<file path="config.mk">
export PLATFORM = sky130hd
export DESIGN_NAME = id_stage
export DESIGN_NICKNAME = d
export VERILOG_FILES = /design/src/logic/id_pkg.sv /design/src/logic/id_stage.sv /design/src/logic/id_ex_reg.sv /design/src/logic/insn_decode.sv /design/src/logic/imm_gen.sv
export SDC_FILE = /design/constraint.sdc
export NUM_CORES = 1
export LEC_CHECK = 0
export ABC_AREA = 1
export BUFFER_PORTS_ARGS = -buffer_cell sky130_fd_sc_hd__buf_2
export CORE_MARGIN = 2
export CORE_UTILIZATION = 41
export CTS_CLUSTER_SIZE = 14
export DETAILED_ROUTE_END_ITERATION = 8
export PLACE_DENSITY = 0.82
export SKIP_CTS_REPAIR_TIMING = 1
export SYNTH_ARGS = -nofsm -noshare
export SYNTH_HDL_FRONTEND = slang
export SYNTH_SLANG_ARGS = --single-unit
</file>
<file path="constraint.sdc">
create_clock -name clk -period 1.7 [get_ports clk]
set_input_delay 0.255 -clock clk [delete_from_list [all_inputs] [get_ports clk]]
set_output_delay 0.255 -clock clk [all_outputs]
set_load 0.05 [all_outputs]
</file>
<file path="src/logic/id_pkg.sv">
// Shared types and encodings for the instruction-decode stage.
// Holds the word and register-address types, the RV32I opcode and funct
// fields used by the decoder, and the ALU, memory and write-back codes
// carried in the ID/EX register. Import with a wildcard where needed.

`default_nettype none

package id_pkg;

    // ------------------------------------------------------------------------
    // basic widths
    // ------------------------------------------------------------------------
    typedef logic [31:0] word_t;
    typedef logic [4:0]  reg_addr_t;
    typedef logic [6:0]  opcode_t;
    typedef logic [2:0]  funct3_t;
    typedef logic [6:0]  funct7_t;

    // major opcodes, standard rv32i values
    localparam opcode_t OP_NOP     = 7'b0000000;
    localparam opcode_t OP_LOAD    = 7'b0000011;
    localparam opcode_t OP_STORE   = 7'b0100011;
    localparam opcode_t OP_ALU_IMM = 7'b0010011;
    localparam opcode_t OP_ALU_REG = 7'b0110011;

    // load widths
    localparam funct3_t F3_LB  = 3'b000;
    localparam funct3_t F3_LH  = 3'b001;
    localparam funct3_t F3_LW  = 3'b010;
    localparam funct3_t F3_LBU = 3'b100;
    localparam funct3_t F3_LHU = 3'b101;

    // store widths
    localparam funct3_t F3_SB = 3'b000;
    localparam funct3_t F3_SH = 3'b001;
    localparam funct3_t F3_SW = 3'b010;

    // alu funct3, shared by reg and imm forms
    localparam funct3_t F3_ADD = 3'b000;
    localparam funct3_t F3_SLL = 3'b001;
    localparam funct3_t F3_XOR = 3'b100;
    localparam funct3_t F3_SR  = 3'b101;
    localparam funct3_t F3_OR  = 3'b110;
    localparam funct3_t F3_AND = 3'b111;

    // funct7, alt form selects sub and sra
    localparam funct7_t F7_BASE = 7'b0000000;
    localparam funct7_t F7_ALT  = 7'b0100000;

    // ------------------------------------------------------------------------
    // operation codes towards EX and MEM
    // ------------------------------------------------------------------------
    typedef logic [3:0] alu_op_t;

    localparam alu_op_t ALU_OP_NOP = 4'd0;
    localparam alu_op_t ALU_OP_ADD = 4'd1;
    localparam alu_op_t ALU_OP_SUB = 4'd2;
    localparam alu_op_t ALU_OP_SLL = 4'd3;
    localparam alu_op_t ALU_OP_SRL = 4'd4;
    localparam alu_op_t ALU_OP_SRA = 4'd5;
    localparam alu_op_t ALU_OP_AND = 4'd6;
    localparam alu_op_t ALU_OP_OR  = 4'd7;
    localparam alu_op_t ALU_OP_XOR = 4'd8;

    typedef logic [3:0] mem_op_t;

    localparam mem_op_t MEM_OP_NOP = 4'd0;
    localparam mem_op_t MEM_OP_LB  = 4'd1;
    localparam mem_op_t MEM_OP_LH  = 4'd2;
    localparam mem_op_t MEM_OP_LW  = 4'd3;
    localparam mem_op_t MEM_OP_LBU = 4'd4;
    localparam mem_op_t MEM_OP_LHU = 4'd5;
    localparam mem_op_t MEM_OP_SB  = 4'd6;
    localparam mem_op_t MEM_OP_SH  = 4'd7;
    localparam mem_op_t MEM_OP_SW  = 4'd8;

    // write-back source for the gpr file
    typedef logic gpr_src_t;

    localparam gpr_src_t GPR_SRC_EX  = 1'b0;
    localparam gpr_src_t GPR_SRC_MEM = 1'b1;

endpackage

`default_nettype wire
</file>
<file path="src/logic/id_stage.sv">
// Instruction-decode stage of the RV32I integer pipeline.
// Takes the IF/ID instruction and enable, drives the two register-file
// read addresses combinationally, and delivers the decoded controls and
// operands from the ID/EX register one cycle later.

`timescale 1ns/1ps
`default_nettype none

module id_stage
    import id_pkg::*;
(
    input  wire logic  clk,
    input  wire logic  reset_i,
    // from IF/ID
    input  wire logic  if_en_i,
    input  wire word_t if_insn_i,
    // register file, read data same cycle
    input  wire word_t gpr_rd_data_0_i,
    input  wire word_t gpr_rd_data_1_i,
    output reg_addr_t  gpr_rd_addr_0_o,
    output reg_addr_t  gpr_rd_addr_1_o,
    // towards EX
    output logic       id_en_o,
    output alu_op_t    id_alu_op_o,
    output word_t      id_alu_in_0_o,
    output word_t      id_alu_in_1_o,
    output mem_op_t    id_mem_op_o,
    output word_t      id_mem_wr_data_o,
    output gpr_src_t   id_gpr_src_o,
    output reg_addr_t  id_dst_addr_o,
    output logic       id_gpr_we_o,
    output logic       id_illegal_o
);

    // ------------------------------------------------------------------------
    // immediates
    // ------------------------------------------------------------------------
    word_t imm_i;
    word_t imm_shamt;
    word_t imm_s;

    imm_gen i_imm_gen (
        .insn_i      (if_insn_i),
        .imm_i_o     (imm_i),
        .imm_shamt_o (imm_shamt),
        .imm_s_o     (imm_s)
    );

    // ------------------------------------------------------------------------
    // decode
    // ------------------------------------------------------------------------
    alu_op_t   alu_op;
    word_t     alu_in_0;
    word_t     alu_in_1;
    mem_op_t   mem_op;
    word_t     mem_wr_data;
    gpr_src_t  gpr_src;
    reg_addr_t dst_addr;
    logic      gpr_we;
    logic      illegal;

    insn_decode i_insn_decode (
        .if_en_i         (if_en_i),
        .if_insn_i       (if_insn_i),
        .gpr_rd_data_0_i (gpr_rd_data_0_i),
        .gpr_rd_data_1_i (gpr_rd_data_1_i),
        .imm_i_i         (imm_i),
        .imm_shamt_i     (imm_shamt),
        .imm_s_i         (imm_s),
        .gpr_rd_addr_0_o (gpr_rd_addr_0_o),
        .gpr_rd_addr_1_o (gpr_rd_addr_1_o),
        .alu_op_o        (alu_op),
        .alu_in_0_o      (alu_in_0),
        .alu_in_1_o      (alu_in_1),
        .mem_op_o        (mem_op),
        .mem_wr_data_o   (mem_wr_data),
        .gpr_src_o       (gpr_src),
        .dst_addr_o      (dst_addr),
        .gpr_we_o        (gpr_we),
        .illegal_o       (illegal)
    );

    // ------------------------------------------------------------------------
    // ID/EX register
    // ------------------------------------------------------------------------
    id_ex_reg i_id_ex_reg (
        .clk              (clk),
        .reset_i          (reset_i),
        .en_i             (if_en_i),
        .alu_op_i         (alu_op),
        .alu_in_0_i       (alu_in_0),
        .alu_in_1_i       (alu_in_1),
        .mem_op_i         (mem_op),
        .mem_wr_data_i    (mem_wr_data),
        .gpr_src_i        (gpr_src),
        .dst_addr_i       (dst_addr),
        .gpr_we_i         (gpr_we),
        .illegal_i        (illegal),
        .id_en_o          (id_en_o),
        .id_alu_op_o      (id_alu_op_o),
        .id_alu_in_0_o    (id_alu_in_0_o),
        .id_alu_in_1_o    (id_alu_in_1_o),
        .id_mem_op_o      (id_mem_op_o),
        .id_mem_wr_data_o (id_mem_wr_data_o),
        .id_gpr_src_o     (id_gpr_src_o),
        .id_dst_addr_o    (id_dst_addr_o),
        .id_gpr_we_o      (id_gpr_we_o),
        .id_illegal_o     (id_illegal_o)
    );

endmodule

`default_nettype wire

</file>
<file path="src/logic/id_ex_reg.sv">
// ID/EX pipeline register.
// Captures the decoded controls and operands on every rising clock edge,
// one cycle after decode. Synchronous reset returns the control fields
// to idle; operand and address fields simply follow the decoder.

`timescale 1ns/1ps
`default_nettype none

module id_ex_reg
    import id_pkg::*;
(
    input  wire logic      clk,
    input  wire logic      reset_i,
    input  wire logic      en_i,
    input  wire alu_op_t   alu_op_i,
    input  wire word_t     alu_in_0_i,
    input  wire word_t     alu_in_1_i,
    input  wire mem_op_t   mem_op_i,
    input  wire word_t     mem_wr_data_i,
    input  wire gpr_src_t  gpr_src_i,
    input  wire reg_addr_t dst_addr_i,
    input  wire logic      gpr_we_i,
    input  wire logic      illegal_i,
    output logic           id_en_o,
    output alu_op_t        id_alu_op_o,
    output word_t          id_alu_in_0_o,
    output word_t          id_alu_in_1_o,
    output mem_op_t        id_mem_op_o,
    output word_t          id_mem_wr_data_o,
    output gpr_src_t       id_gpr_src_o,
    output reg_addr_t      id_dst_addr_o,
    output logic           id_gpr_we_o,
    output logic           id_illegal_o
);

    // ------------------------------------------------------------------------
    // control fields
    // ------------------------------------------------------------------------
    always_ff @(posedge clk) begin
        if (reset_i) begin
            // idle, nothing valid in EX
            id_en_o      <= 1'b0;
            id_alu_op_o  <= ALU_OP_NOP;
            id_mem_op_o  <= MEM_OP_NOP;
            id_gpr_we_o  <= 1'b0;
            id_illegal_o <= 1'b0;
        end else begin
            id_en_o      <= en_i;
            id_alu_op_o  <= alu_op_i;
            id_mem_op_o  <= mem_op_i;
            id_gpr_we_o  <= gpr_we_i;
            id_illegal_o <= illegal_i;
        end
    end

    // operands, store data and addresses
    always_ff @(posedge clk) begin
        id_alu_in_0_o    <= alu_in_0_i;
        id_alu_in_1_o    <= alu_in_1_i;
        id_mem_wr_data_o <= mem_wr_data_i;
        id_gpr_src_o     <= gpr_src_i;
        id_dst_addr_o    <= dst_addr_i;
    end

endmodule

`default_nettype wire

</file>
<file path="src/logic/insn_decode.sv">
// Combinational instruction decoder for the ID stage.
// Splits the instruction into register addresses, picks the ALU operands
// from read data or an immediate, and sets the ALU, memory and write-back
// controls. Unknown encodings raise the illegal flag with all controls idle.
// With the enable low everything is idle and nothing is flagged.

`timescale 1ns/1ps
`default_nettype none

module insn_decode
    import id_pkg::*;
(
    input  wire logic  if_en_i,
    input  wire word_t if_insn_i,
    input  wire word_t gpr_rd_data_0_i,
    input  wire word_t gpr_rd_data_1_i,
    input  wire word_t imm_i_i,
    input  wire word_t imm_shamt_i,
    input  wire word_t imm_s_i,
    output reg_addr_t  gpr_rd_addr_0_o,
    output reg_addr_t  gpr_rd_addr_1_o,
    output alu_op_t    alu_op_o,
    output word_t      alu_in_0_o,
    output word_t      alu_in_1_o,
    output mem_op_t    mem_op_o,
    output word_t      mem_wr_data_o,
    output gpr_src_t   gpr_src_o,
    output reg_addr_t  dst_addr_o,
    output logic       gpr_we_o,
    output logic       illegal_o
);

    // ------------------------------------------------------------------------
    // instruction fields
    // ------------------------------------------------------------------------
    opcode_t opcode;
    funct3_t funct3;
    funct7_t funct7;

    assign opcode = if_insn_i[6:0];
    assign funct3 = if_insn_i[14:12];
    assign funct7 = if_insn_i[31:25];

    // rs1 / rs2 straight to the register file, no enable
    assign gpr_rd_addr_0_o = if_insn_i[19:15];
    assign gpr_rd_addr_1_o = if_insn_i[24:20];
    assign dst_addr_o      = if_insn_i[11:7];

    // stores always write rs2
    assign mem_wr_data_o = gpr_rd_data_1_i;

    // ------------------------------------------------------------------------
    // control decode
    // ------------------------------------------------------------------------
    always_comb begin
        // idle defaults, operands from the register file
        alu_op_o   = ALU_OP_NOP;
        alu_in_0_o = gpr_rd_data_0_i;
        alu_in_1_o = gpr_rd_data_1_i;
        mem_op_o   = MEM_OP_NOP;
        gpr_src_o  = GPR_SRC_EX;
        gpr_we_o   = 1'b0;
        illegal_o  = 1'b0;

        if (if_en_i) begin
            case (opcode)
                OP_NOP: begin
                    // legal, nothing to do
                    alu_op_o = ALU_OP_NOP;
                end
                OP_LOAD: begin
                    // address = rs1 + imm_i
                    alu_op_o   = ALU_OP_ADD;
                    alu_in_1_o = imm_i_i;
                    gpr_we_o   = 1'b1;
                    gpr_src_o  = GPR_SRC_MEM;
                    case (funct3)
                        F3_LB:   mem_op_o = MEM_OP_LB;
                        F3_LH:   mem_op_o = MEM_OP_LH;
                        F3_LW:   mem_op_o = MEM_OP_LW;
                        F3_LBU:  mem_op_o = MEM_OP_LBU;
                        F3_LHU:  mem_op_o = MEM_OP_LHU;
                        default: illegal_o = 1'b1;
                    endcase
                end
                OP_STORE: begin
                    // address = rs1 + imm_s, no write-back
                    alu_op_o   = ALU_OP_ADD;
                    alu_in_1_o = imm_s_i;
                    case (funct3)
                        F3_SB:   mem_op_o = MEM_OP_SB;
                        F3_SH:   mem_op_o = MEM_OP_SH;
                        F3_SW:   mem_op_o = MEM_OP_SW;
                        default: illegal_o = 1'b1;
                    endcase
                end
                OP_ALU_IMM: begin
                    alu_in_1_o = imm_i_i;
                    gpr_we_o   = 1'b1;
                    case (funct3)
                        F3_ADD: alu_op_o = ALU_OP_ADD;
                        F3_XOR: alu_op_o = ALU_OP_XOR;
                        F3_OR:  alu_op_o = ALU_OP_OR;
                        F3_AND: alu_op_o = ALU_OP_AND;
                        F3_SLL: begin
                            // shifts take the 5-bit shamt instead
                            alu_op_o   = ALU_OP_SLL;
                            alu_in_1_o = imm_shamt_i;
                            illegal_o  = (funct7 != F7_BASE);
                        end
                        F3_SR: begin
                            alu_in_1_o = imm_shamt_i;
                            if (funct7 == F7_BASE) begin
                                alu_op_o = ALU_OP_SRL;
                            end else if (funct7 == F7_ALT) begin
                                alu_op_o = ALU_OP_SRA;
                            end else begin
                                illegal_o = 1'b1;
                            end
                        end
                        // slti / sltiu not supported
                        default: illegal_o = 1'b1;
                    endcase
                end
                OP_ALU_REG: begin
                    gpr_we_o = 1'b1;
                    case (funct3)
                        F3_ADD: begin
                            if (funct7 == F7_BASE) begin
                                alu_op_o = ALU_OP_ADD;
                            end else if (funct7 == F7_ALT) begin
                                alu_op_o = ALU_OP_SUB;
                            end else begin
                                illegal_o = 1'b1;
                            end
                        end
                        F3_SR: begin
                            if (funct7 == F7_BASE) begin
                                alu_op_o = ALU_OP_SRL;
                            end else if (funct7 == F7_ALT) begin
                                alu_op_o = ALU_OP_SRA;
                            end else begin
                                illegal_o = 1'b1;
                            end
                        end
                        F3_SLL: begin
                            alu_op_o  = ALU_OP_SLL;
                            illegal_o = (funct7 != F7_BASE);
                        end
                        F3_XOR: begin
                            alu_op_o  = ALU_OP_XOR;
                            illegal_o = (funct7 != F7_BASE);
                        end
                        F3_OR: begin
                            alu_op_o  = ALU_OP_OR;
                            illegal_o = (funct7 != F7_BASE);
                        end
                        F3_AND: begin
                            alu_op_o  = ALU_OP_AND;
                            illegal_o = (funct7 != F7_BASE);
                        end
                        // slt / sltu not supported
                        default: illegal_o = 1'b1;
                    endcase
                end
                default: illegal_o = 1'b1;
            endcase

            // flagged insn leaves the pipe with no side effects
            if (illegal_o) begin
                alu_op_o  = ALU_OP_NOP;
                mem_op_o  = MEM_OP_NOP;
                gpr_src_o = GPR_SRC_EX;
                gpr_we_o  = 1'b0;
            end
        end
    end

endmodule

`default_nettype wire

</file>
<file path="src/logic/imm_gen.sv">
// Immediate generator for the decode stage.
// Pulls the I, shift-amount and S immediates out of one instruction word.
// Purely combinational; the decoder picks whichever one it needs.

`timescale 1ns/1ps
`default_nettype none

module imm_gen
    import id_pkg::*;
(
    input  wire word_t insn_i,
    output word_t      imm_i_o,
    output word_t      imm_shamt_o,
    output word_t      imm_s_o
);

    // ------------------------------------------------------------------------
    // immediate extraction
    // ------------------------------------------------------------------------

    // i format, 12 bits, sign from bit 31
    assign imm_i_o = {{20{insn_i[31]}}, insn_i[31:20]};

    // shift amount, 5 bits, zero extended
    assign imm_shamt_o = {27'b0, insn_i[24:20]};

    // s format, split across the rs2 field
    // upper part in 31..25, lower part in the rd slot
    assign imm_s_o = {{20{insn_i[31]}}, insn_i[31:25], insn_i[11:7]};

endmodule

`default_nettype wire

</file>
==> results of run 1 <==
-- stage by stage --
stage	power (mW)	std cells	hold slack [ns]	utilization [%]	worst slack, ns
CTS	7.53	663	-0.161	64.9	0.320
finish	7.67	733	0.0483	73.9	0.334
global placement	3.78	631	0.357	56.7	0.178
floorplan	3.52	333	0.283	-	0.452
global route	7.91	733	0.0488	73.9	0.285
detailed placement	3.79	631	0.359	56.7	0.164
-- registers in the layout, summed over array words and instances (netlist names) --
signal and count:
i_id_ex_reg.id_mem_op_o 4, i_id_ex_reg.id_alu_in_1_o 32, i_id_ex_reg.id_alu_in_0_o 32, i_id_ex_reg.id_mem_wr_data_o 32, i_id_ex_reg.id_illegal_o 1, i_id_ex_reg.id_gpr_src_o 1
i_id_ex_reg.id_en_o 1, i_id_ex_reg.id_gpr_we_o 1, i_id_ex_reg.id_alu_op_o 4, i_id_ex_reg.id_dst_addr_o 5
-- worst min-delay path, delay by kind of cell --
family | cells | cell delay [ns]
and+or+nand+nor | 1 | 0.04
AOI/OAI and AO/OA | 1 | 0.07
buffers and inverters | 1 | 0.11
-- how the worst max path moves through the flow --
| stage | start | to |
|---|---|---|
| after floorplan | if_insn_i[2] | i_id_ex_reg.id_alu_in_1_o[3] |
| after global placement | if_insn_i[2] | i_id_ex_reg.id_mem_op_o[1] |
| after detailed placement | if_insn_i[2] | i_id_ex_reg.id_mem_op_o[2] |
| after CTS | i_id_ex_reg.id_mem_wr_data_o[26] | id_mem_wr_data_o[26] |
| after global routing | i_id_ex_reg.id_alu_in_1_o[13] | id_alu_in_1_o[13] |
| final | i_id_ex_reg.id_alu_in_0_o[5] | id_alu_in_0_o[5] |
-- kinds of logic after synthesis --
logic type	after synthesis	synth area share, %
buffers and inverters	44	6.84
AO/OA/AOI/OAI	26	5.05
flip-flops	113	67.6
AND/OR/NAND/NOR	150	20.5
-- layer usage --
| metal | share of wire, % | GRT usage (%) |
|---|---|---|
| met1 | 36 | 21.2 |
| met2 | 53 | 42.1 |
| met3 | 7.5 | 8.06 |
| met4 | 2.9 | 10.5 |
| met5 | 0 | 0 |
-- power by group --
group | switching, mW | leakage, nW | internal [mW]
logic | 0.745 | 1.74 | 0.319
registers | 0.0408 | 0.949 | 2.78
clock network | 1.29 | 0.306 | 2.49
total | 2.08 | 3.00 | 5.59
-- placed cells by master, fill, tap and decap left out, types with 2 or more instances in the layout --
| master | synthesis | final |
|---|---|---|
| sky130_fd_sc_hd__a21o_1 | 2 | 2 |
| sky130_fd_sc_hd__nor3_1 | 2 | 2 |
| sky130_fd_sc_hd__dfxtp_1 | 113 | 113 |
| sky130_fd_sc_hd__inv_2 | 5 | 5 |
| sky130_fd_sc_hd__clkinvlp_4 | 0 | 2 |
| sky130_fd_sc_hd__buf_2 | 2 | 211 |
| sky130_fd_sc_hd__inv_1 | 22 | 22 |
| sky130_fd_sc_hd__nor2_4 | 3 | 3 |
| sky130_fd_sc_hd__nand2_1 | 93 | 93 |
| sky130_fd_sc_hd__a21oi_1 | 5 | 5 |
| sky130_fd_sc_hd__nor2_1 | 26 | 26 |
| sky130_fd_sc_hd__nand3_1 | 14 | 14 |
| sky130_fd_sc_hd__a41oi_1 | 3 | 3 |
| sky130_fd_sc_hd__clkbuf_8 | 0 | 3 |
| sky130_fd_sc_hd__inv_6 | 0 | 4 |
| sky130_fd_sc_hd__o21ai_1 | 2 | 2 |
| sky130_fd_sc_hd__nand2_2 | 5 | 5 |
| sky130_fd_sc_hd__dlygate4sd3_1 | 0 | 70 |
| sky130_fd_sc_hd__clkinv_4 | 0 | 3 |
| sky130_fd_sc_hd__clkbuf_16 | 0 | 16 |
| sky130_fd_sc_hd__bufinv_16 | 0 | 4 |
| sky130_fd_sc_hd__o21ai_0 | 9 | 9 |
| sky130_fd_sc_hd__o31ai_1 | 3 | 3 |
-- cell type report --
cell class                 instances  area (um2)
timing repair buffer             283        1780
clock inverter                    13         196
fill                             540        2040
sequential                       113        2260
multi-input combinational        176         856
clock buffer                      19         442
tap                              102         128
inverter                          27         101
==> flow_results.org, run 1 <==
** Clocking
- Number of buffers added by the clock tree synthesis step :: 17
- In this run the number of H-tree levels came out at 4.
- Clock Sinks :: 113
- The clock passes through at most 2 buffers.
- Clock-pin slew was measured on the worst setup and hold paths at 0.06 ns.
- The tree is rooted in a sky130_fd_sc_hd__clkbuf_8.
- TritonCTS built the clock tree.

** GRT
- For this run, the total global-route usage over all layers was measured as 22.3%.
- The number of antenna violations at the first check in global routing came to 0.
- Aggregate global routing overflow :: 0
- Entering global routing, the biggest net connects 32 pins.
- The number of global-route vias before repair came to 3084.
- Wire length of the first global-routing pass :: 14800 um

** Floorplanning
- In this run the count of I/O pins placed on the die edge is 222.
- Overall die width :: 94.4 um
- Die Height :: 94.4 um
- Site row count :: 32
- The floorplan step defined a die boundary enclosing 0.00890 mm2.
- The initial utilization of the core area, before any placement, comes to 42.9%.
- The floorplan step defined a core boundary enclosing 0.00781 mm2.

** Routing
- After detailed routing, the number of remaining DRC violations is 0.
- Wirelength per Cell :: 16.4 um
- Total routed wirelength :: 12100 um
- DR iter-0 viols :: 53
- 1st-pass router iterations :: 6
- Vias :: 3350
- Antenna Nets Post-Route :: 0
- Vias per inst :: 4.57

** Yosys
- Number of flops mapped to enable cells by yosys :: 0
- Share of the yosys chip area belonging to registers :: 67.6%
- Asr flop ratio synth :: 0%
- Synthesized netlist net count :: 432
- Commonest cells in the synthesized netlist :: sky130_fd_sc_hd__dfxtp_1 (113), sky130_fd_sc_hd__nand2_1 (93), sky130_fd_sc_hd__nor2_1 (26)
- The most used flip-flop cell after synthesis is sky130_fd_sc_hd__dfxtp_1.
- Average instance area after synthesis :: 10.1 um2
- The Yosys step of the flow raised 0 warnings.
- sky130_fd_sc_hd__dfxtp_1 takes more of the synthesized area than any other cell.
- Synthesis handed over a netlist of 333 instances.
- Counting distinct cell types in the post-synthesis netlist gives 29.
- In this run the biggest area consumer among cell types represents 67.6% of the synthesized area.
- Top-count cell post-synth :: sky130_fd_sc_hd__dfxtp_1
- Number of storage elements in the synthesis netlist :: 113
- Top cells by area in the synthesized netlist :: sky130_fd_sc_hd__dfxtp_1 (68%), sky130_fd_sc_hd__nand2_1 (10%), sky130_fd_sc_hd__nor2_1 (2.9%)
- The synthesized netlist occupies a cell area of 0.00335 mm2.

** Min path
- The path with the worst hold slack has its endpoint at i_id_ex_reg.id_alu_in_1_o[6].
- Worst min-delay path category :: in -> reg
- In this run the most critical hold path is launched from if_insn_i[26].
- The worst hold path was traced through 3 stages.

** Timing
- Slew @ Worst Pin :: 0.317 ns
- Slew headroom :: 78.8%
- Adding up every negative setup slack in the final design gives 0 ns.
- Setup violations remaining at the end of the flow were counted as 0.
- Final clock period utilization by the worst path :: 80.3%
- Setup repair after global routing left no endpoint under its margin.
- Fmax achieved :: 732 MHz
- After layout, the minimum clock period comes to 1.37 ns.
- Max Transition Viols Final :: 0
- The number of endpoints with negative hold slack in the final report is 0.

** Setup path
- STA classifies the critical path startpoint as a flip-flop.
- Data on the critical path arrives at its endpoint at 1.11 ns.
- In this run the worst path has a maximum fanout of 1.
- In this run the number of cells on the critical path is 1.
- Cell family with the largest share of critical-path delay :: flip-flops
- Delay of the slowest critical-path stage :: 0.35 ns
- At the worst endpoint, the required time is 1.44 ns.
- Critical path cell sequence :: buf_2
- The largest individual stage delay along the critical path comes from the cell sky130_fd_sc_hd__dfxtp_1.
- Worst path bufs/invs :: 1
- STA classifies the critical path endpoint as an output pin.
- The setup path with the least slack is of type reg -> out.

** Placed design
- At the end of routability-driven placement, the weighted congestion stood at 0.844.
- Post-detail-place hpwl :: 7440 um
- Count of input and output buffers :: 211
- Post-Place Cell Area :: 0.00443 mm2

** Final layout
- Cells with a size suffix above 1 make up 42.2% of the layout.
- From synthesis to final layout, the design area changed by 72.4%.
- The number of antenna diodes in the final layout is 0.
- Nets :: 717
- Final instance area :: 0.00577 mm2

** Run
- Number of violations of the max-capacitance limit :: 0

** Outcome
- The run finished with clean final reports.

** Power
- Worst IR drop on VDD :: 0.000647 V
- Power spread over the standard cell area amounts to 1330 mW/mm2.
- Leakage power total :: 3.00 nW
Note: power is estimated with default switching activity, not from simulation.
==> inputs of run 2 (changes only) <==
ABC_AREA = 0   (was 1)
CORE_UTILIZATION = 40   (was 41)
PLACE_DENSITY = 0.81   (was 0.82)
clock period = 1.35 ns   (was 1.7 ns; I/O delays follow)
==> run 2 against run 1 <==
  * The flow now finishes with violations (hold timing, setup timing)
  * Area after synthesis shrank 5.6%
  * Synthesized cell count decreased by 23%
  * Total power increased by 27%
  * Wire length increased by 1.2%
  * Via count is 2.3% lower
  * Non-clock buffer count grew 35
  * Count of clock-buffer cells in the layout is 1 lower
  * Critical path depth is 5 higher
==> flow_results.org, run 2 <==
** Yosys
- Top cells by area in the synthesized netlist :: sky130_fd_sc_hd__dfxtp_1 (72%), sky130_fd_sc_hd__a21o_1 (5.0%), sky130_fd_sc_hd__buf_4 (2.4%) (was sky130_fd_sc_hd__dfxtp_1 (68%), sky130_fd_sc_hd__nand2_1 (10%), sky130_fd_sc_hd__nor2_1 (2.9%))
- Cell Area, Synth :: 0.00316 mm2 (was 0.00335 mm2)
- The xor and xnor fraction of the mapped netlist area was 0.832% (was 0%).
- The synthesized-area fraction occupied by and/or/nand/nor cells came to 8.55% (was 20.5%).
- Commonest cells in the synthesized netlist: sky130_fd_sc_hd__dfxtp_1 (113), sky130_fd_sc_hd__a21o_1 (21), sky130_fd_sc_hd__a21oi_1 (10), sky130_fd_sc_hd__buf_4 (10) (was sky130_fd_sc_hd__dfxtp_1 (113), sky130_fd_sc_hd__nand2_1 (93), sky130_fd_sc_hd__nor2_1 (26)).
- Share of the yosys chip area belonging to registers :: 71.6% (was 67.6%)
- Synthesized netlist net count :: 354 (was 432)
- Most common flop cell mapped by yosys :: sky130_fd_sc_hd__dfxtp_1 (unchanged)
- Number of different library cells in the post-synthesis netlist :: 42 (was 29)
- The count of state elements after synthesis is 113 (unchanged).
- The most frequently used cell type in the post-synthesis netlist is sky130_fd_sc_hd__dfxtp_1 (unchanged).
- Post-Synth Adder-Cell Area :: 0% (unchanged)
- The cell count after synthesis came to 255 (was 333).
- Mux share of post-synthesis cell area :: 0% (unchanged)
- The number of synthesized flops with an enable pin is 0 (unchanged).
- The top-area cell type share of the netlist area came to 71.6% (was 67.6%).
- Combinational family with the most area after synthesis :: compound AO/OA/AOI/OAI gates (was simple AND/OR/NAND/NOR gates)
- Top cell type by total area after synthesis :: sky130_fd_sc_hd__dfxtp_1 (unchanged)
- Asr flop ratio synth :: 0% (unchanged)
- Syn. warnings :: 0 (unchanged)
- The mean area per synthesized cell was 12.4 um2 (was 10.1 um2).
- Fraction of the mapped netlist area in compound gates :: 14.4% (was 5.05%)

** Clocking
- The number of buffers created by CTS came to 17 (unchanged).
- The CTS tree is built (unchanged).
- The clock-pin slew on the worst setup and hold paths is 0.06 ns (about the same).
- The clock root buffer master is sky130_fd_sc_hd__clkbuf_8 (unchanged).
- The number of sinks driven by the clock tree is 113 (unchanged).
- Maximum level of the CTS H-tree :: 4 (unchanged)
- Worst-case clock buffer depth :: 2 (unchanged)

** Final layout
- Leading cell types in the layout, fill and taps excluded :: sky130_fd_sc_hd__buf_2 (207), sky130_fd_sc_hd__dfxtp_1 (113), sky130_fd_sc_hd__dlygate4sd3_1 (75), sky130_fd_sc_hd__buf_4 (30), sky130_fd_sc_hd__a21o_1 (21) (was sky130_fd_sc_hd__buf_2 (211), sky130_fd_sc_hd__dfxtp_1 (113), sky130_fd_sc_hd__nand2_1 (93), sky130_fd_sc_hd__dlygate4sd3_1 (70), sky130_fd_sc_hd__nor2_1 (26))
- The number of nets in the layout was 668 (was 717).
- The utilization of the core after routing came to 77.1% (was 73.9%).
- Layout cells sized above 1 :: 49.7% (was 42.2%)
- Layout fillers :: 462 (was 540)
- The antenna diode count came to 0 (unchanged).
- The area growth from synthesis to final layout came to 87.6% (was 72.4%).
- Most common library cell in the layout ignoring fill and taps :: sky130_fd_sc_hd__buf_2 (unchanged)
- Final instance area :: 0.00593 mm2 (was 0.00577 mm2)
- Top Registers :: i_id_ex_reg.id_alu_in_0_o x32, i_id_ex_reg.id_alu_in_1_o x32, i_id_ex_reg.id_mem_wr_data_o x32 (unchanged)
- Final instance count without filler cells :: 684 (was 733)

** Timing
- Unrepaired setup endpoints after global routing :: yes (was no)
- The worst hold margin is -0.0410 ns (was 0.0483 ns).
- The total setup violations reported at the end of the flow was 1 (was 0).
- The final worst-path setup slack came to -0.00211 ns (was 0.334 ns).
- The actual transition at the worst max-transition pin is 0.359 ns (was 0.317 ns).
- Fmax achieved :: 740 MHz
- The number of slew-limit violations in the final report came to 0 (unchanged).
- Final min period :: 1.35 ns
- Slew headroom :: 75.5% (was 78.8%)
- The setup total negative slack came to -0.00211 ns (was 0 ns).
- The number of endpoints with negative hold slack in the final report is 3 (was 0).
- Of the available clock period, the critical path in the final layout requires 100%.

** GRT
- The pin count of the biggest net entering global routing is 28 (was 32).
- The total routing usage reported by global routing came to 21.3% (was 22.3%).
- Wire length of the first global-routing pass :: 13800 um (was 14800 um)
- The aggregate global routing overflow came to 0 (unchanged).
- The number of global-route vias before repair is 2824 (was 3084).
- The number of antenna violations at the first check in global routing came to 0 (unchanged).

** Routing
- Total routed wirelength :: 12200 um (was 12100 um)
- Number of DRC violations after detailed routing :: 0 (unchanged)
- The number of DRC violations after detailed-routing iteration 0 came to 120 (was 53).
- Vias :: 3272 (was 3350)
- Antenna Nets Post-Route :: 0 (unchanged)
- The number of search-and-repair iterations in the first detailed-routing pass came to 4 (was 6).
- Wirelength per Cell :: 17.8 um (was 16.4 um)
- The per-cell via count in the routed design came to 4.78 (was 4.57).

** Placed design
- Post-detail-place hpwl :: 6900 um (was 7440 um)
- The area of placed instances came to 0.00452 mm2 (was 0.00443 mm2).
- The count of buffers from port buffering is 211 (unchanged).
- The worst setup timing slack at the placement stage came to -0.574 ns (was 0.164 ns).
- The last weighted congestion value of the routability-driven placer is 0.891 (was 0.844).
- The number of cells in the design after placement was 577 (was 631).

** Setup path
- The type of origin of the critical path is a primary input (was flip-flop).
- The arrival time of data at the critical path endpoint was 1.76 ns (was 1.11 ns).
- The critical path data required time was 1.76 ns (was 1.44 ns).
- The maximum single-stage delay on the critical path came to 0.43 ns (was 0.35 ns).
- Critical path cell sequence: buf_6 > nor4_4 > nand2_2 > a221o_1 > a2111o_1 > nor4b_2 (was buf_2).
- The slowest cell on the critical path was sky130_fd_sc_hd__a2111o_1 (was sky130_fd_sc_hd__dfxtp_1).
- The highest fanout seen on the critical path is 4 (was 1).
- The type of the worst setup path was in -> reg (was reg -> out).
- CP endpoint kind :: flip-flop (was output pin)

** Power
- Power per unit of standard cell area :: 1640 mW/mm2 (was 1330 mW/mm2)
- Design internal power :: 7.07 mW (was 5.59 mW)
- The standby leakage power is 2.94 nW (was 3.00 nW).
- Worst IR drop on VDD :: 0.000939 V (was 0.000647 V)
- Sw Share :: 27.3% (was 27.1%)
- The switching power is 2.65 mW (was 2.08 mW).
- The portion of total power attributed to combinational logic came to 14.7% (was 13.9%).
- Fraction of power consumed by sequential logic :: 36.7% (was 36.9%)
- Proportion of power drawn by the clock network :: 48.6% (was 49.3%)

** Floorplanning
- Overall die width :: 92.9 um (was 94.4 um)
- The die extent in y came to 92.9 um (was 94.4 um).
- The area of the die came to 0.00862 mm2 (was 0.00890 mm2).
- Core region area :: 0.00769 mm2 (was 0.00781 mm2)
- Effective utilization at floorplan :: 41.1% (was 42.9%)
- The floorplan row count was 32 (unchanged).
- The boundary pin count came to 222 (unchanged).

** Min path
- Worst min-delay path category :: in -> reg (unchanged)

** Run
- Number of violations of the max-capacitance limit :: 0 (unchanged)

** Outcome
- Status :: finished with violations (was finished, final reports clean)
- Violated checks :: hold timing, setup timing
run 2: cell count changes after synthesis, sizes merged, moves of 7 or more:
cell / before / now
clkbuf: 2 / 9
a21o: 2 / 21
nand3: 14 / 2
inv: 27 / 5
nand2: 99 / 9
o21ai: 11 / 4
nor2: 31 / 5
run 2: cell families (layout without fill, tap and decap cells):
kind of cell           after synthesis  in the layout
XOR/XNOR                             3              3
flip-flops                         113            113
buffers and inverters               28            355
AND/OR/NAND/NOR                     48             48
AO/OA/AOI/OAI                       63             63
run 2: cell type report:
class,instances,area [um2],share of cell area (%)
Clock buffer,18,428,7.22
Sequential cell,113,2260,38.2
Inverter,5,18.8,0.317
Timing Repair Buffer,318,2090,35.3
Tap cell,102,128,2.15
Multi-Input combinational cell,114,795,13.4
Clock inverter,14,205,3.46
run 2: path summary, 6_finish.rpt:
| path | from | end | slack [ns] | cells after the start |
|---|---|---|---|---|
| min | if_insn_i[25] | i_id_ex_reg.id_alu_in_1_o[5] | -0.04 | 2 |
| max | if_insn_i[26] | i_id_ex_reg.id_alu_op_o[3] | -0.002 | 6 |
run 2: power by group through the flow:
| stage | Combinational [mW] | Sequential (mW) | Clock (mW) |
|---|---|---|---|
| after detailed placement | 1.21 | 3.62 | 0 |
| after CTS | 1.22 | 3.55 | 4.73 |
| after floorplan | 0.225 | 4.23 | 0 |
| after global routing | 1.48 | 3.57 | 4.94 |
| after global placement | 1.19 | 3.61 | 0 |
| final | 1.43 | 3.57 | 4.72 |
run 2: metrics by stage:
step,hold WS (ns),power [mW]
floorplan,0.230,4.46
global placement,0.305,4.80
detailed placement,0.307,4.83
CTS,-0.221,9.50
global route,-0.0496,10.0
finish,-0.0410,9.72
run 2: routing by layer:
metal  share of wire (%)  routed length [um]  track usage, %  vias to the layer above
met5                   0                   0               0                        -
li1                    -                   -               -                     1511
met4                 3.7                 456            9.80                        0
met1                  35                4290            19.2                     1558
met3                 6.4                 775            8.71                       43
met2                  55                6670            40.6                      160
run 2: worst max-delay path, delay by kind of cell:
kind                   cells  cell delay [ns]
and+or+nand+nor            3             0.71
buffers and inverters      1             0.10
AOI/OAI and AO/OA          2             0.74
==> inputs of run 3 (changes only) <==
CORE_UTILIZATION = 36   (was 40)
PLACE_DENSITY = 0.77   (was 0.81)
clock period = 1.2 ns   (was 1.35 ns; I/O delays follow)
==> run 3 against run 2 <==
  * The flow still finishes with violations (hold timing, setup timing)
  * Total power increased by 15%
  * Combinational power increased by 32%
  * Critical path depth unchanged
  * First-iteration DRC count increased by 33%
  * Cell count increased by 1.3%
  * Worst setup slack got worse by 0.13 ns
  * Sequential share of layout area decreased by 3.3 points
  * Critical path type unchanged
  * Largest power group unchanged
==> flow_results.org, run 3 (synthesis gave the netlist of run 2 again) <==
** Timing
- Tightest hold margin :: -0.0742 ns (was -0.0410 ns)
- Based on the critical path, the design can be clocked at up to 748 MHz.
- Slew @ Worst Pin :: 0.358 ns (was 0.359 ns)
- Final total negative setup slack :: -0.518 ns (was -0.00211 ns)
- In the finished design, the share of the clock period the worst path needs comes to 111%.
- Slew headroom :: 75.9% (was 75.5%)
- Max Transition Viols Final :: 0 (unchanged)
- Unrepaired setup endpoints after global routing: yes (unchanged).
- Setup violators final :: 12 (was 1)
- The final worst-path setup slack came to -0.136 ns (was -0.00211 ns).
- Final min period :: 1.34 ns
- Final Hold Viols :: 1 (was 3)

** Final layout
- The most frequent standard cell in the layout excluding fill and tap cells is sky130_fd_sc_hd__buf_6 (was sky130_fd_sc_hd__buf_2).
- The share of cells above drive strength 1 is 58.6% (was 49.7%).
- Leading cell types in the layout, fill and taps excluded: sky130_fd_sc_hd__buf_6 (102), sky130_fd_sc_hd__buf_2 (96), sky130_fd_sc_hd__dlygate4sd3_1 (78), sky130_fd_sc_hd__dfxtp_1 (65), sky130_fd_sc_hd__dfxtp_2 (48) (was sky130_fd_sc_hd__buf_2 (207), sky130_fd_sc_hd__dfxtp_1 (113), sky130_fd_sc_hd__dlygate4sd3_1 (75), sky130_fd_sc_hd__buf_4 (30), sky130_fd_sc_hd__a21o_1 (21)).
- Layout Area Growth over Synthesis :: 111% (was 87.6%)
- The number of fillers in the final layout was 449 (was 462).
- Final instance count without filler cells :: 693 (was 684)
- Utilization of the core after routing :: 77.2% (was 77.1%)
- The antenna diode count came to 0 (unchanged).
- Top Registers: i_id_ex_reg.id_alu_in_0_o x32, i_id_ex_reg.id_alu_in_1_o x32, i_id_ex_reg.id_mem_wr_data_o x32 (unchanged).
- The number of nets in the layout was 671 (was 668).
- Final instance area :: 0.00667 mm2 (was 0.00593 mm2)

** Setup path
- The arrival time of data at the critical path endpoint came to 1.74 ns (was 1.76 ns).
- The type of the worst setup path is in -> reg (unchanged).
- Critical path cell sequence: buf_6 > nor4_4 > nand2_2 > a221o_1 > a2111o_1 > nor4b_2 (unchanged).
- The highest fanout seen on the critical path is 4 (unchanged).
- The type of origin of the critical path is a primary input (unchanged).
- Critical-path top delay cell :: sky130_fd_sc_hd__a2111o_1 (unchanged)
- The maximum single-stage delay on the critical path came to 0.44 ns (was 0.43 ns).
- The endpoint kind of the worst setup timing path is a flip-flop (unchanged).
- The critical path data required time is 1.60 ns (was 1.76 ns).

** Power
- The standby leakage power was 3.15 nW (was 2.94 nW).
- Power per unit of standard cell area :: 1670 mW/mm2 (was 1640 mW/mm2)
- The worst supply voltage drop on vdd is 0.000975 V (was 0.000939 V).

** GRT
- Maximum number of pins on one net before global-route repair :: 28 (unchanged)
- The number of antenna violations at the first check in global routing was 0 (unchanged).
- The aggregate global routing overflow came to 0 (unchanged).
- Number of global-route vias before repair :: 2845 (was 2824)
- Wire length of the first global-routing pass :: 14300 um (was 13800 um)
- Total global routing track utilization :: 19.3% (was 21.3%)

** Floorplanning
- The width of the die was 97.7 um (was 92.9 um).
- Site row count :: 34 (was 32)
- Number of placed I/O pins :: 222 (unchanged)
- The die extent in y came to 97.7 um (was 92.9 um).
- The effective utilization at floorplan came to 36.6% (was 41.1%).
- Core region area :: 0.00864 mm2 (was 0.00769 mm2)
- The area of the die is 0.00954 mm2 (was 0.00862 mm2).

** Placed design
- Inst Count DP :: 582 (was 577)
- Routability Congestion :: 0.867 (was 0.891)
- Count of input and output buffers :: 211 (unchanged)
- The area of placed instances was 0.00452 mm2 (about the same).
- Post-detail-place hpwl :: 7080 um (was 6900 um)

** Min path
- The worst min-delay path category is in -> reg (unchanged).

** Clocking
- Clock Sinks :: 113 (unchanged)
- The maximum clock path buffer count is 2 (unchanged).
- The CTS tree is built (unchanged).
- The H-tree depth was 4 (unchanged).
- Number of buffers added by the clock tree synthesis step :: 17 (unchanged)
- The clock-pin slew on the worst setup and hold paths came to 0.06 ns (about the same).
- The clock root buffer master is sky130_fd_sc_hd__clkbuf_8 (unchanged).

** Outcome
- Status: finished with violations (unchanged).
- Violated checks :: hold timing, setup timing (unchanged)

** Routing
- The number of remaining DRC errors was 0 (unchanged).
- The routed wire length was 14800 um (was 12200 um).
- Antenna Nets Post-Route :: 0 (unchanged)
- DR iter-0 viols :: 159 (was 120)
- The total via count in the routed design is 3447 (was 3272).
- The number of search-and-repair iterations in the first detailed-routing pass was 5 (was 4).
- Vias per inst :: 4.97 (was 4.78)
- The average wire per cell in the routed design is 21.3 um (was 17.8 um).

** Run
- Number of violations of the max-capacitance limit :: 0 (unchanged)
-- run 3: cell types whose count changed in the layout (fill, tap and decap cells not counted), moves of 2 or more --
cell                            delta
sky130_fd_sc_hd__buf_2           -111
sky130_fd_sc_hd__buf_6           +100
sky130_fd_sc_hd__dfxtp_1          -48
sky130_fd_sc_hd__dfxtp_2          +48
sky130_fd_sc_hd__buf_4            +14
sky130_fd_sc_hd__dlygate4sd3_1     +3
sky130_fd_sc_hd__inv_6             +3
sky130_fd_sc_hd__and3_1            -2
sky130_fd_sc_hd__and3_4            +2
sky130_fd_sc_hd__buf_12            -2
sky130_fd_sc_hd__clkbuf_4          -2
sky130_fd_sc_hd__clkinv_4          -2
-- run 3: stage by stage --
step           total power, mW  worst slack [ns]
2_1_floorplan             5.02            -0.365
3_3_place_gp              5.42            -0.591
3_5_place_dp              5.45            -0.667
4_1_cts                   10.5            -0.149
5_1_grt                   11.4            -0.189
6_report                  11.2            -0.136
-- run 3: per-layer routing --
layer	up-vias	part of all wire (%)	GRT usage (%)
li1	1519	-	-
met1	1639	36	18.2
met2	229	54	37.3
met3	60	6.3	6.26
met4	0	4.3	8.87
met5	-	0	0
-- run 3: path summary, 6_finish.rpt --
check | start | endpoint | slack, ns | depth (start not counted)
max | if_insn_i[26] | i_id_ex_reg.id_alu_op_o[3] | -0.14 | 6
min | if_insn_i[25] | i_id_ex_reg.id_alu_in_1_o[5] | -0.07 | 2
-- run 3: worst max-delay path, delay by kind of cell --
kind	cells	cell delay (ns)
buffers and inverters	1	0.10
and+or+nand+nor	3	0.69
AOI/OAI and AO/OA	2	0.76
-- run 3: power by group --
part	internal, mW	switching [mW]
Sequential	3.97	0.113
Combinational	0.773	1.12
Clock	3.25	1.93
-- run 3: layout make-up --
cell class	instances	area [um2]	share of cell area (%)
flip-flops and latches	113	2320	34.8
inverters	5	18.8	0.281
multi-input cells	114	831	12.5
repair buffers	321	2760	41.3
clock buffers	18	428	6.42
well taps	108	135	2.03
clock inverters	14	178	2.66
